==> config.mk <==
export PLATFORM = sky130hd
export DESIGN_NAME = iob_cache
export DESIGN_NICKNAME = d
export VERILOG_FILES = /design/src/hw/iob_cache_pkg.sv /design/src/hw/write_through_buffer.sv /design/src/hw/front_end.sv /design/src/hw/cache_memory.sv /design/src/hw/back_end_native.sv /design/src/hw/iob_cache.sv
export VERILOG_INCLUDE_DIRS = /design/src /design/src/hw
export SDC_FILE = /design/constraint.sdc
export NUM_CORES = 2
export LEC_CHECK = 0
export BUFFER_PORTS_ARGS = -buffer_cell sky130_fd_sc_hd__buf_2
export CORE_ASPECT_RATIO = 1.5
export CORE_UTILIZATION = 40
export DETAILED_ROUTE_END_ITERATION = 12
export SKIP_CTS_REPAIR_TIMING = 1
export SYNTH_ARGS = -nofsm -noshare
export SYNTH_HDL_FRONTEND = slang
export SYNTH_HIERARCHICAL = 1
export SYNTH_SLANG_ARGS = --single-unit
==> constraint.sdc <==
create_clock -name clk -period 7 [get_ports clk]
set_input_delay 1.4 -clock clk [delete_from_list [all_inputs] [get_ports clk]]
set_output_delay 1.4 -clock clk [all_outputs]
set_load 0.01 [all_outputs]
==> src/hw/iob_cache_macros.svh <==
`ifndef IOB_CACHE_MACROS_SVH
`define IOB_CACHE_MACROS_SVH

// front-end port widths
`define FE_ADDR_W     16                        // byte address
`define FE_DATA_W     32                        // one word
`define FE_NBYTES     (`FE_DATA_W/8)
`define FE_BYTE_W     ($clog2(`FE_NBYTES))      // byte offset bits

// cache geometry
`define LINE_OFF_W    4                         // 16 lines
`define WORD_OFF_W    2                         // 4 words per line
`define WTBUF_DEPTH_W 2                         // 4 pending writes

// derived address fields
`define WORD_ADDR_W   (`FE_ADDR_W-`FE_BYTE_W)
`define LINE_ADDR_W   (`WORD_ADDR_W-`WORD_OFF_W)
`define TAG_W         (`LINE_ADDR_W-`LINE_OFF_W)

`endif

==> src/hw/iob_cache_pkg.sv <==
`default_nettype none
`include "iob_cache_macros.svh"

package iob_cache_pkg;

   typedef logic [`FE_ADDR_W-1:0]   fe_addr_t;     // byte address
   typedef logic [`WORD_ADDR_W-1:0] word_addr_t;   // byte bits dropped
   typedef logic [`LINE_ADDR_W-1:0] line_addr_t;   // tag and index only
   typedef logic [`FE_DATA_W-1:0]   data_t;
   typedef logic [`FE_NBYTES-1:0]   wstrb_t;       // one bit per byte
   typedef logic [`TAG_W-1:0]       tag_t;
   typedef logic [`LINE_OFF_W-1:0]  index_t;
   typedef logic [`WORD_OFF_W-1:0]  word_off_t;

   // cache memory controller
   typedef enum logic [2:0]
   {
      cs_idle,
      cs_lookup,
      cs_wait_drain,   // buffer empties before any fill
      cs_refill,
      cs_reread
   } cache_state_t;

   // back-end sequencer
   typedef enum logic [1:0]
   {
      be_idle,
      be_write,
      be_fill
   } be_state_t;

endpackage

`default_nettype wire

==> src/hw/write_through_buffer.sv <==
`default_nettype none
`timescale 1ns/1ps
`include "iob_cache_macros.svh"

module write_through_buffer
(
   input  wire logic                      clk,
   input  wire logic                      reset,
   // from the lookup stage
   input  wire logic                      push,
   input  wire iob_cache_pkg::word_addr_t push_addr,
   input  wire iob_cache_pkg::data_t      push_data,
   input  wire iob_cache_pkg::wstrb_t     push_strb,
   // from the back end
   input  wire logic                      pop,
   output iob_cache_pkg::word_addr_t      head_addr,
   output iob_cache_pkg::data_t           head_data,
   output iob_cache_pkg::wstrb_t          head_strb,
   output logic                           full,
   output logic                           empty
);
   import iob_cache_pkg::*;

   localparam int DEPTH = 2**`WTBUF_DEPTH_W;

   word_addr_t                addr_q [DEPTH];
   data_t                     data_q [DEPTH];
   wstrb_t                    strb_q [DEPTH];
   logic [`WTBUF_DEPTH_W-1:0] wr_ptr;
   logic [`WTBUF_DEPTH_W-1:0] rd_ptr;
   logic [`WTBUF_DEPTH_W:0]   count;        // 0 to DEPTH entries

   // entry storage
   always_ff @(posedge clk)
   begin
      if (push)
      begin
         addr_q[wr_ptr] <= push_addr;
         data_q[wr_ptr] <= push_data;
         strb_q[wr_ptr] <= push_strb;
      end
   end

   // pointers wrap on their own
   always_ff @(posedge clk)
   begin
      if (reset)
      begin
         wr_ptr <= '0;
         rd_ptr <= '0;
         count  <= '0;
      end
      else
      begin
         if (push)
            wr_ptr <= wr_ptr + 1'b1;
         if (pop)
            rd_ptr <= rd_ptr + 1'b1;
         case ({push, pop})
            2'b10:   count <= count + 1'b1;
            2'b01:   count <= count - 1'b1;
            default: count <= count;     // both or neither
         endcase
      end
   end

   assign head_addr = addr_q[rd_ptr];
   assign head_data = data_q[rd_ptr];
   assign head_strb = strb_q[rd_ptr];
   assign full      = count[`WTBUF_DEPTH_W];   // msb only at DEPTH
   assign empty     = (count == '0);

endmodule

`default_nettype wire

==> src/hw/front_end.sv <==
`default_nettype none
`timescale 1ns/1ps
`include "iob_cache_macros.svh"

module front_end
(
   input  wire logic                      clk,
   input  wire logic                      reset,
   // master port
   input  wire logic                      valid,
   input  wire iob_cache_pkg::fe_addr_t   addr,
   input  wire iob_cache_pkg::data_t      wdata,
   input  wire iob_cache_pkg::wstrb_t     wstrb,
   output iob_cache_pkg::data_t           rdata,
   output logic                           ready,
   // array read address, only on the accepting cycle
   output logic                           data_valid,
   output iob_cache_pkg::word_addr_t      data_addr,
   // registered request for the lookup stage
   output logic                           data_valid_reg,
   output iob_cache_pkg::word_addr_t      data_addr_reg,
   output iob_cache_pkg::data_t           data_wdata_reg,
   output iob_cache_pkg::wstrb_t          data_wstrb_reg,
   // answer from cache memory
   input  wire iob_cache_pkg::data_t      data_rdata,
   input  wire logic                      data_ready
);

   // one request at a time
   // the master still holds the old request during its ready cycle
   assign data_valid = valid & ~data_valid_reg;
   assign data_addr  = addr[`FE_ADDR_W-1:`FE_BYTE_W];   // word address

   always_ff @(posedge clk)
   begin
      if (reset)
         data_valid_reg <= 1'b0;
      else if (data_valid)
         data_valid_reg <= 1'b1;          // pending from next cycle
      else if (data_ready)
         data_valid_reg <= 1'b0;          // answered
   end

   // request payload, stable until data_ready
   always_ff @(posedge clk)
   begin
      if (data_valid)
      begin
         data_addr_reg  <= data_addr;
         data_wdata_reg <= wdata;
         data_wstrb_reg <= wstrb;         // zero for a read
      end
   end

   // rdata only meaningful with ready on a read
   assign rdata = data_rdata;
   assign ready = data_valid_reg & data_ready;

endmodule

`default_nettype wire

==> src/hw/cache_memory.sv <==
`default_nettype none
`timescale 1ns/1ps
`include "iob_cache_macros.svh"

module cache_memory
(
   input  wire logic                      clk,
   input  wire logic                      reset,
   // accepting cycle
   input  wire logic                      valid,
   input  wire iob_cache_pkg::line_addr_t addr,
   output iob_cache_pkg::data_t           data_rdata,
   output logic                           data_ready,
   // registered request
   input  wire logic                      valid_reg,
   input  wire iob_cache_pkg::word_addr_t addr_reg,
   input  wire iob_cache_pkg::data_t      wdata_reg,
   input  wire iob_cache_pkg::wstrb_t     wstrb_reg,
   // write channel toward the back end
   output logic                           write_valid,
   output iob_cache_pkg::word_addr_t      write_addr,
   output iob_cache_pkg::data_t           write_wdata,
   output iob_cache_pkg::wstrb_t          write_wstrb,
   input  wire logic                      write_ready,
   // read channel for line fills
   output logic                           replace_valid,
   output iob_cache_pkg::line_addr_t      replace_addr,
   input  wire logic                      replace_ready,
   input  wire logic                      read_valid,
   input  wire iob_cache_pkg::word_off_t  read_addr,
   input  wire iob_cache_pkg::data_t      read_rdata
);
   import iob_cache_pkg::*;

   localparam int N_LINES = 2**`LINE_OFF_W;
   localparam int N_WORDS = 2**`WORD_OFF_W;

   tag_t               tag_mem [N_LINES];
   logic [N_LINES-1:0] line_vld;                    // one valid bit per line
   data_t              data_mem [N_LINES*N_WORDS];
   data_t              line_rd [N_WORDS];           // registered line read

   tag_t               req_tag;
   index_t             req_idx;
   word_off_t          req_off;
   index_t             rd_idx;
   logic               rd_en;
   logic               hit;
   logic               is_write;
   logic               line_done;

   logic               wtb_push;
   logic               wtb_full;
   logic               wtb_empty;

   logic               refill_we;
   logic               mem_we;
   word_off_t          wr_off;
   data_t              wr_data;
   data_t              merged;

   cache_state_t       state;
   cache_state_t       state_nxt;

   assign {req_tag, req_idx, req_off} = addr_reg;
   assign is_write  = |wstrb_reg;
   assign hit       = line_vld[req_idx] && (tag_mem[req_idx] == req_tag);
   assign line_done = (state == cs_refill) && replace_ready;

   ////////////////////////////////////////////////////////////
   // controller
   ////////////////////////////////////////////////////////////

   always_ff @(posedge clk)
   begin
      if (reset)
         state <= cs_idle;
      else
         state <= state_nxt;
   end

   always_comb
   begin
      state_nxt  = state;
      data_ready = 1'b0;
      wtb_push   = 1'b0;
      case (state)
         cs_idle:
            if (valid)
               state_nxt = cs_lookup;      // arrays read at this edge
         cs_lookup:
            if (valid_reg)
            begin
               if (is_write)
               begin
                  // write through, hit or miss alike
                  if (!wtb_full)
                  begin
                     wtb_push   = 1'b1;
                     data_ready = 1'b1;
                     state_nxt  = cs_idle;
                  end
               end
               else if (hit)
               begin
                  data_ready = 1'b1;
                  state_nxt  = cs_idle;
               end
               else
                  state_nxt = cs_wait_drain;
            end
         cs_wait_drain:
            if (wtb_empty)
               state_nxt = cs_refill;      // memory now up to date
         cs_refill:
            if (replace_ready)
               state_nxt = cs_reread;
         cs_reread:
            state_nxt = cs_lookup;         // hits on the new line
         default:
            state_nxt = cs_idle;
      endcase
   end

   assign replace_valid = (state == cs_refill);   // held until replace_ready
   assign replace_addr  = {req_tag, req_idx};

   ////////////////////////////////////////////////////////////
   // tag and valid arrays
   ////////////////////////////////////////////////////////////

   always_ff @(posedge clk)
   begin
      if (reset)
         line_vld <= '0;                  // whole cache invalid
      else if (line_done)
         line_vld[req_idx] <= 1'b1;
   end

   always_ff @(posedge clk)
   begin
      if (line_done)
         tag_mem[req_idx] <= req_tag;
   end

   ////////////////////////////////////////////////////////////
   // data array
   ////////////////////////////////////////////////////////////

   // stored word with the strobed bytes replaced
   always_comb
   begin
      for (int b = 0; b < `FE_NBYTES; b++)
         merged[8*b +: 8] = wstrb_reg[b] ? wdata_reg[8*b +: 8] : line_rd[req_off][8*b +: 8];
   end

   // one write port shared by fills and write hits
   assign refill_we = (state == cs_refill) && read_valid;
   assign mem_we    = refill_we || (wtb_push && hit);   // write miss leaves it alone
   assign wr_off    = refill_we ? read_addr : req_off;
   assign wr_data   = refill_we ? read_rdata : merged;

   // read on acceptance, again after a fill
   assign rd_en  = valid || (state == cs_reread);
   assign rd_idx = (state == cs_reread) ? req_idx : addr[`LINE_OFF_W-1:0];

   always_ff @(posedge clk)
   begin
      if (mem_we)
         data_mem[{req_idx, wr_off}] <= wr_data;
      if (rd_en)
         for (int w = 0; w < N_WORDS; w++)
            line_rd[w] <= data_mem[{rd_idx, word_off_t'(w)}];
   end

   assign data_rdata = line_rd[req_off];

   ////////////////////////////////////////////////////////////
   // write-through buffer
   ////////////////////////////////////////////////////////////

   write_through_buffer wtbuf
   (
      .clk       (clk),
      .reset     (reset),
      .push      (wtb_push),
      .push_addr (addr_reg),
      .push_data (wdata_reg),
      .push_strb (wstrb_reg),
      .pop       (write_ready),          // memory took the head
      .head_addr (write_addr),
      .head_data (write_wdata),
      .head_strb (write_wstrb),
      .full      (wtb_full),
      .empty     (wtb_empty)
   );

   assign write_valid = ~wtb_empty;

endmodule

`default_nettype wire

==> src/hw/back_end_native.sv <==
`default_nettype none
`timescale 1ns/1ps
`include "iob_cache_macros.svh"

module back_end_native
(
   input  wire logic                      clk,
   input  wire logic                      reset,
   // write channel
   input  wire logic                      write_valid,
   input  wire iob_cache_pkg::word_addr_t write_addr,
   input  wire iob_cache_pkg::data_t      write_wdata,
   input  wire iob_cache_pkg::wstrb_t     write_wstrb,
   output logic                           write_ready,
   // read channel
   input  wire logic                      replace_valid,
   input  wire iob_cache_pkg::line_addr_t replace_addr,
   output logic                           replace_ready,
   output logic                           read_valid,
   output iob_cache_pkg::word_off_t       read_addr,
   output iob_cache_pkg::data_t           read_rdata,
   // native memory port
   output logic                           mem_valid,
   output iob_cache_pkg::fe_addr_t        mem_addr,
   output iob_cache_pkg::data_t           mem_wdata,
   output iob_cache_pkg::wstrb_t          mem_wstrb,
   input  wire iob_cache_pkg::data_t      mem_rdata,
   input  wire logic                      mem_ready
);
   import iob_cache_pkg::*;

   be_state_t state;
   be_state_t state_nxt;
   word_off_t word_cnt;                    // fill word in flight
   logic      last_word;

   assign last_word = &word_cnt;

   ////////////////////////////////////////////////////////////
   // sequencer
   ////////////////////////////////////////////////////////////

   always_comb
   begin
      state_nxt     = state;
      mem_valid     = 1'b0;
      mem_addr      = {write_addr, {`FE_BYTE_W{1'b0}}};
      mem_wstrb     = '0;                  // read unless writing
      write_ready   = 1'b0;
      read_valid    = 1'b0;
      replace_ready = 1'b0;
      case (state)
         be_idle:
            if (replace_valid)             // fill wins a tie
               state_nxt = be_fill;
            else if (write_valid)
               state_nxt = be_write;
         be_write:
         begin
            mem_valid   = 1'b1;            // held until mem_ready
            mem_wstrb   = write_wstrb;
            write_ready = mem_ready;        // pops the buffer head
            if (mem_ready)
               state_nxt = be_idle;
         end
         be_fill:
         begin
            mem_valid     = 1'b1;
            mem_addr      = {replace_addr, word_cnt, {`FE_BYTE_W{1'b0}}};
            read_valid    = mem_ready;     // one word per accepted read
            replace_ready = mem_ready && last_word;
            if (mem_ready && last_word)
               state_nxt = be_idle;
         end
         default:
            state_nxt = be_idle;
      endcase
   end

   assign mem_wdata  = write_wdata;        // ignored on reads
   assign read_addr  = word_cnt;
   assign read_rdata = mem_rdata;

   always_ff @(posedge clk)
   begin
      if (reset)
      begin
         state    <= be_idle;
         word_cnt <= '0;
      end
      else
      begin
         state <= state_nxt;
         if (state == be_idle)
            word_cnt <= '0;                // fills start at offset 0
         else if (read_valid)
            word_cnt <= word_cnt + 1'b1;
      end
   end

endmodule

`default_nettype wire

==> src/hw/iob_cache.sv <==
`default_nettype none
`timescale 1ns/1ps
`include "iob_cache_macros.svh"

module iob_cache
(
   input  wire logic                      clk,
   input  wire logic                      reset,
   // master port
   input  wire logic                      valid,
   input  wire iob_cache_pkg::fe_addr_t   addr,
   input  wire iob_cache_pkg::data_t      wdata,
   input  wire iob_cache_pkg::wstrb_t     wstrb,
   output iob_cache_pkg::data_t           rdata,
   output logic                           ready,
   // memory port
   output logic                           mem_valid,
   output iob_cache_pkg::fe_addr_t        mem_addr,
   output iob_cache_pkg::data_t           mem_wdata,
   output iob_cache_pkg::wstrb_t          mem_wstrb,
   input  wire iob_cache_pkg::data_t      mem_rdata,
   input  wire logic                      mem_ready
);
   import iob_cache_pkg::*;

   // front end to cache memory
   logic       data_valid;
   word_addr_t data_addr;
   logic       data_valid_reg;
   word_addr_t data_addr_reg;
   data_t      data_wdata_reg;
   wstrb_t     data_wstrb_reg;
   data_t      data_rdata;
   logic       data_ready;

   // write channel
   logic       write_valid;
   word_addr_t write_addr;
   data_t      write_wdata;
   wstrb_t     write_wstrb;
   logic       write_ready;

   // read channel
   logic       replace_valid;
   line_addr_t replace_addr;
   logic       replace_ready;
   logic       read_valid;
   word_off_t  read_addr;
   data_t      read_rdata;

   ////////////////////////////////////////////////////////////
   // stages
   ////////////////////////////////////////////////////////////

   front_end front_end
   (
      .clk            (clk),
      .reset          (reset),
      .valid          (valid),
      .addr           (addr),
      .wdata          (wdata),
      .wstrb          (wstrb),
      .rdata          (rdata),
      .ready          (ready),
      .data_valid     (data_valid),
      .data_addr      (data_addr),
      .data_valid_reg (data_valid_reg),
      .data_addr_reg  (data_addr_reg),
      .data_wdata_reg (data_wdata_reg),
      .data_wstrb_reg (data_wstrb_reg),
      .data_rdata     (data_rdata),
      .data_ready     (data_ready)
   );

   cache_memory cache_memory
   (
      .clk           (clk),
      .reset         (reset),
      .valid         (data_valid),
      .addr          (data_addr[`WORD_ADDR_W-1:`WORD_OFF_W]),   // line address
      .data_rdata    (data_rdata),
      .data_ready    (data_ready),
      .valid_reg     (data_valid_reg),
      .addr_reg      (data_addr_reg),
      .wdata_reg     (data_wdata_reg),
      .wstrb_reg     (data_wstrb_reg),
      .write_valid   (write_valid),
      .write_addr    (write_addr),
      .write_wdata   (write_wdata),
      .write_wstrb   (write_wstrb),
      .write_ready   (write_ready),
      .replace_valid (replace_valid),
      .replace_addr  (replace_addr),
      .replace_ready (replace_ready),
      .read_valid    (read_valid),
      .read_addr     (read_addr),
      .read_rdata    (read_rdata)
   );

   back_end_native back_end
   (
      .clk           (clk),
      .reset         (reset),
      .write_valid   (write_valid),
      .write_addr    (write_addr),
      .write_wdata   (write_wdata),
      .write_wstrb   (write_wstrb),
      .write_ready   (write_ready),
      .replace_valid (replace_valid),
      .replace_addr  (replace_addr),
      .replace_ready (replace_ready),
      .read_valid    (read_valid),
      .read_addr     (read_addr),
      .read_rdata    (read_rdata),
      .mem_valid     (mem_valid),
      .mem_addr      (mem_addr),
      .mem_wdata     (mem_wdata),
      .mem_wstrb     (mem_wstrb),
      .mem_rdata     (mem_rdata),
      .mem_ready     (mem_ready)
   );

endmodule

`default_nettype wire

==> metrics.md <==
| Metric | Value |
|---|---|
| Outcome | `finished clean` |
| Setup WS pre-CTS | `1.62 ns` |
| Hold Crit Start | `cache_memory/line_vld[6]` |
| Critical Path Stages | `10` |
| H-tree levels | `4` |
| CTS clock-pin slew for the worst setup and hold paths | `0.07 ns` |
| Initial antenna violation count | `9` |
| Delay-heaviest family, CP | `compound AO/OA/AOI/OAI gates` |
| Max clock buf depth | `4` |
| GRT Total Usage | `19.9%` |
| Cell area after placement | `0.108 mm^2` |
| Critical Path End Type | `primary output` |
| Setup TNS | `0 ns` |
| HPWL after DPL | `between 150 and 200 mm` |
| Final std cells w/o fill | `about 11,000` |
| Share of post-route cells with drive strength above 1 | `12.8%` |
| Placed insts | `10,500` |
| Slew headroom | `18.8%` |
| Clk Latency, worst-skew pair | `0.89 ns` |
| Peak supply drop | `0.000229 V` |
| CP arrival | `4.38 ns` |
| Min Tclk post-route | `5.78 ns` |
| Critical R2R Launch | `front_end/data_addr_reg[2]` |
| Gpl congestion | `0.813` |
| IO Pins | `174` |
| Num CTS Buffers | `234` |
| CP Buf/Inv Count | `2` |
| Die height | `622 um` |
| Worst path slowest cell | `edfxtp_1` |
| Worst Max-Slew Pin Slew | `1.19 ns` |
| Critical Path Source | `front_end/data_addr_reg[2]` |
| DRT iter0 DRCs | `5,260` |
| TritonCTS clock tree | `done` |
| Final Hold Viols | `0` |
| Endpoints failing setup | `0` |
| CP most frequent cell | `a21oi_1` |
| Synth warn | `6` |
| Die Area | `0.258 mm^2` |
| P_int | `between 20 and 25 mW` |
| # fillers | `22,100` |
| Critical Path RT | `roughly 5.6 ns` |
| Row cnt | `between 200 and 250` |
| WS Path Type | `reg2out` |
| Post-Syn Instances | `7,350` |
| RSZ-0062 raised after global routing | `no` |
| Max incr delay on CP | `0.79 ns` |
| Number of global-route vias before repair | `59,400` |
| Wire length per cell | `roughly 24 um` |
| Worst setup path end | `ready` |
| Largest register FFs | `2,048` |
| Area Overhead vs Synth | `12.2%` |
| Top reg by flops | `cache_memory/data_mem` |
| Die width | `415 um` |
| Crit-path cells | `buf_4, mux4_2, mux2i_1, xor2_1, a21oi_1, a2111oi_4, nand4_1, a21oi_1, and2_1, buf_2` |
| Reg-to-reg slack, setup | `1.66 ns` |
| Register Area | `between 0.07 and 0.08 mm^2` |
| Core Footprint | `0.255 mm^2` |
| Final Cell Area | `roughly 0.11 mm^2` |
| DRC | `0` |
| Total grt overflow | `0` |
| Seq pwr share | `54.4%` |
| Syn Area/Cell | `13.9 um^2` |
| PwrDens | `280 mW/mm^2` |
| Post-synthesis instance area | `0.102 mm^2` |
| Critical Path Fanout Max | `11` |
| DRT antenna net count | `0` |
| Max Slew Vio Count | `0` |
| Initial DRT Pass Iterations | `5` |
| Sw power | `7.33 mW` |
| First-pass GRT wire length | `between 300 and 400 mm` |
| Post-Route Skew | `0.0651 ns` |
| Avg Vias per Cell | `5.55` |
| Lkg Pwr | `38.3 nW` |
| Final worst slack | `1.22 ns` |
| CTS root buf | `clkbuf_16` |
| Post-Route WL | `263 mm` |
| FMAX | `173 MHz` |
| Clock power share | `approximately two fifths` |
| Switching share of total power | `a little under a quarter` |
| Tcrit/Tclk final | `82.5%` |
| Initial Util | `40.2%` |
| Via count | `60,400` |
| Comb power frac | `around 6.7%` |
| Maxcap violations | `0` |
| Multi-input gate area | `0.0233 mm^2` |
| Port Buffer Count | `169` |
| Nets | `7,475` |
| Startpoint Class | `flop` |
| Reg2reg end | `cache_memory/data_mem[51][17]` |
| Reg2Reg Depth | `10` |
| Pin count of the biggest net entering global routing | `152` |
| Hold Crit Class | `reg2reg` |
| Clock Sink Count | `2,587` |
==> stage by stage <==
| stage | hold slack (ns) | power [mW] | util [%] |
|---|---|---|---|
| floorplan | 0.435 | 19.2 | - |
| global placement | 0.447 | 20.0 | 42.3 |
| detailed placement | 0.457 | 20.1 | 42.3 |
| CTS | 0.472 | 32.4 | 45.1 |
| global route | 0.501 | 33.0 | 45.1 |
| finish | 0.467 | 32.2 | 45.1 |
==> area by class of cell <==
class | instances | share of cell area (%)
well taps | 3320 | 3.61
clock inverters | 129 | 0.946
multi-input cells | 4148 | 20.3
repair buffers | 393 | 2.45
clock buffers | 296 | 5.37
inverters | 13 | 0.0424
flip-flops and latches | 2587 | 67.3
diodes | 5 | 0.0109
==> placed cells by master (no fill, tap or decap), types with 6 or more instances in the layout <==
cell and instances:
nand2b_1 8, clkinvlp_4 9, buf_2 169, edfxtp_1 2554
dfxtp_1 31, xor2_1 15, clkinv_1 56, clkinv_2 39
a31oi_1 129, buf_4 201, clkbuf_16 238, nor3_1 8
a21oi_4 96, bufinv_16 18, nand2_1 2096, ha_1 9
nand3_1 1034, nor2b_1 6, o21ba_2 6, a311oi_1 257
mux2_2 20, and3_1 130, mux2i_1 48, nor2_1 91
clkbuf_1 58, inv_1 12, and2_1 8, buf_12 23
mux4_2 111
==> per-layer routing <==
metal	global-route usage, %	part of all wire [%]	up-vias
li1	-	-	27200
met1	25.0	40	30900
met2	35.3	52	1934
met3	2.84	5.9	416
met4	6.19	2.9	2
met5	0	0.0038	-
==> worst min-delay path, stage by stage (launching register included) <==
cell     delay, ns
dfxtp_1       0.32
nor2_1        0.04
nor2_1        0.07
==> worst min path at each step <==
stage                                           end  slack (ns)  depth (start not counted)
after floorplan           cache_memory/line_vld[14]        0.43                          2
after global placement    cache_memory/line_vld[13]        0.45                          2
after detailed placement   cache_memory/line_vld[6]        0.46                          2
after CTS                  cache_memory/line_vld[6]        0.47                          2
after global routing       cache_memory/line_vld[8]        0.50                          1
final                      cache_memory/line_vld[6]        0.47                          2
==> power by group through the flow <==
stage | registers [mW] | logic (mW) | clock network, mW
6_report | 17.5 | 2.17 | 12.5
5_1_grt | 17.5 | 2.34 | 13.2
4_1_cts | 17.5 | 2.19 | 12.6
3_5_place_dp | 17.9 | 2.18 | 0
3_3_place_gp | 17.9 | 2.14 | 0
2_1_floorplan | 17.9 | 1.31 | 0
Note: power is estimated with default switching activity, not from simulation.
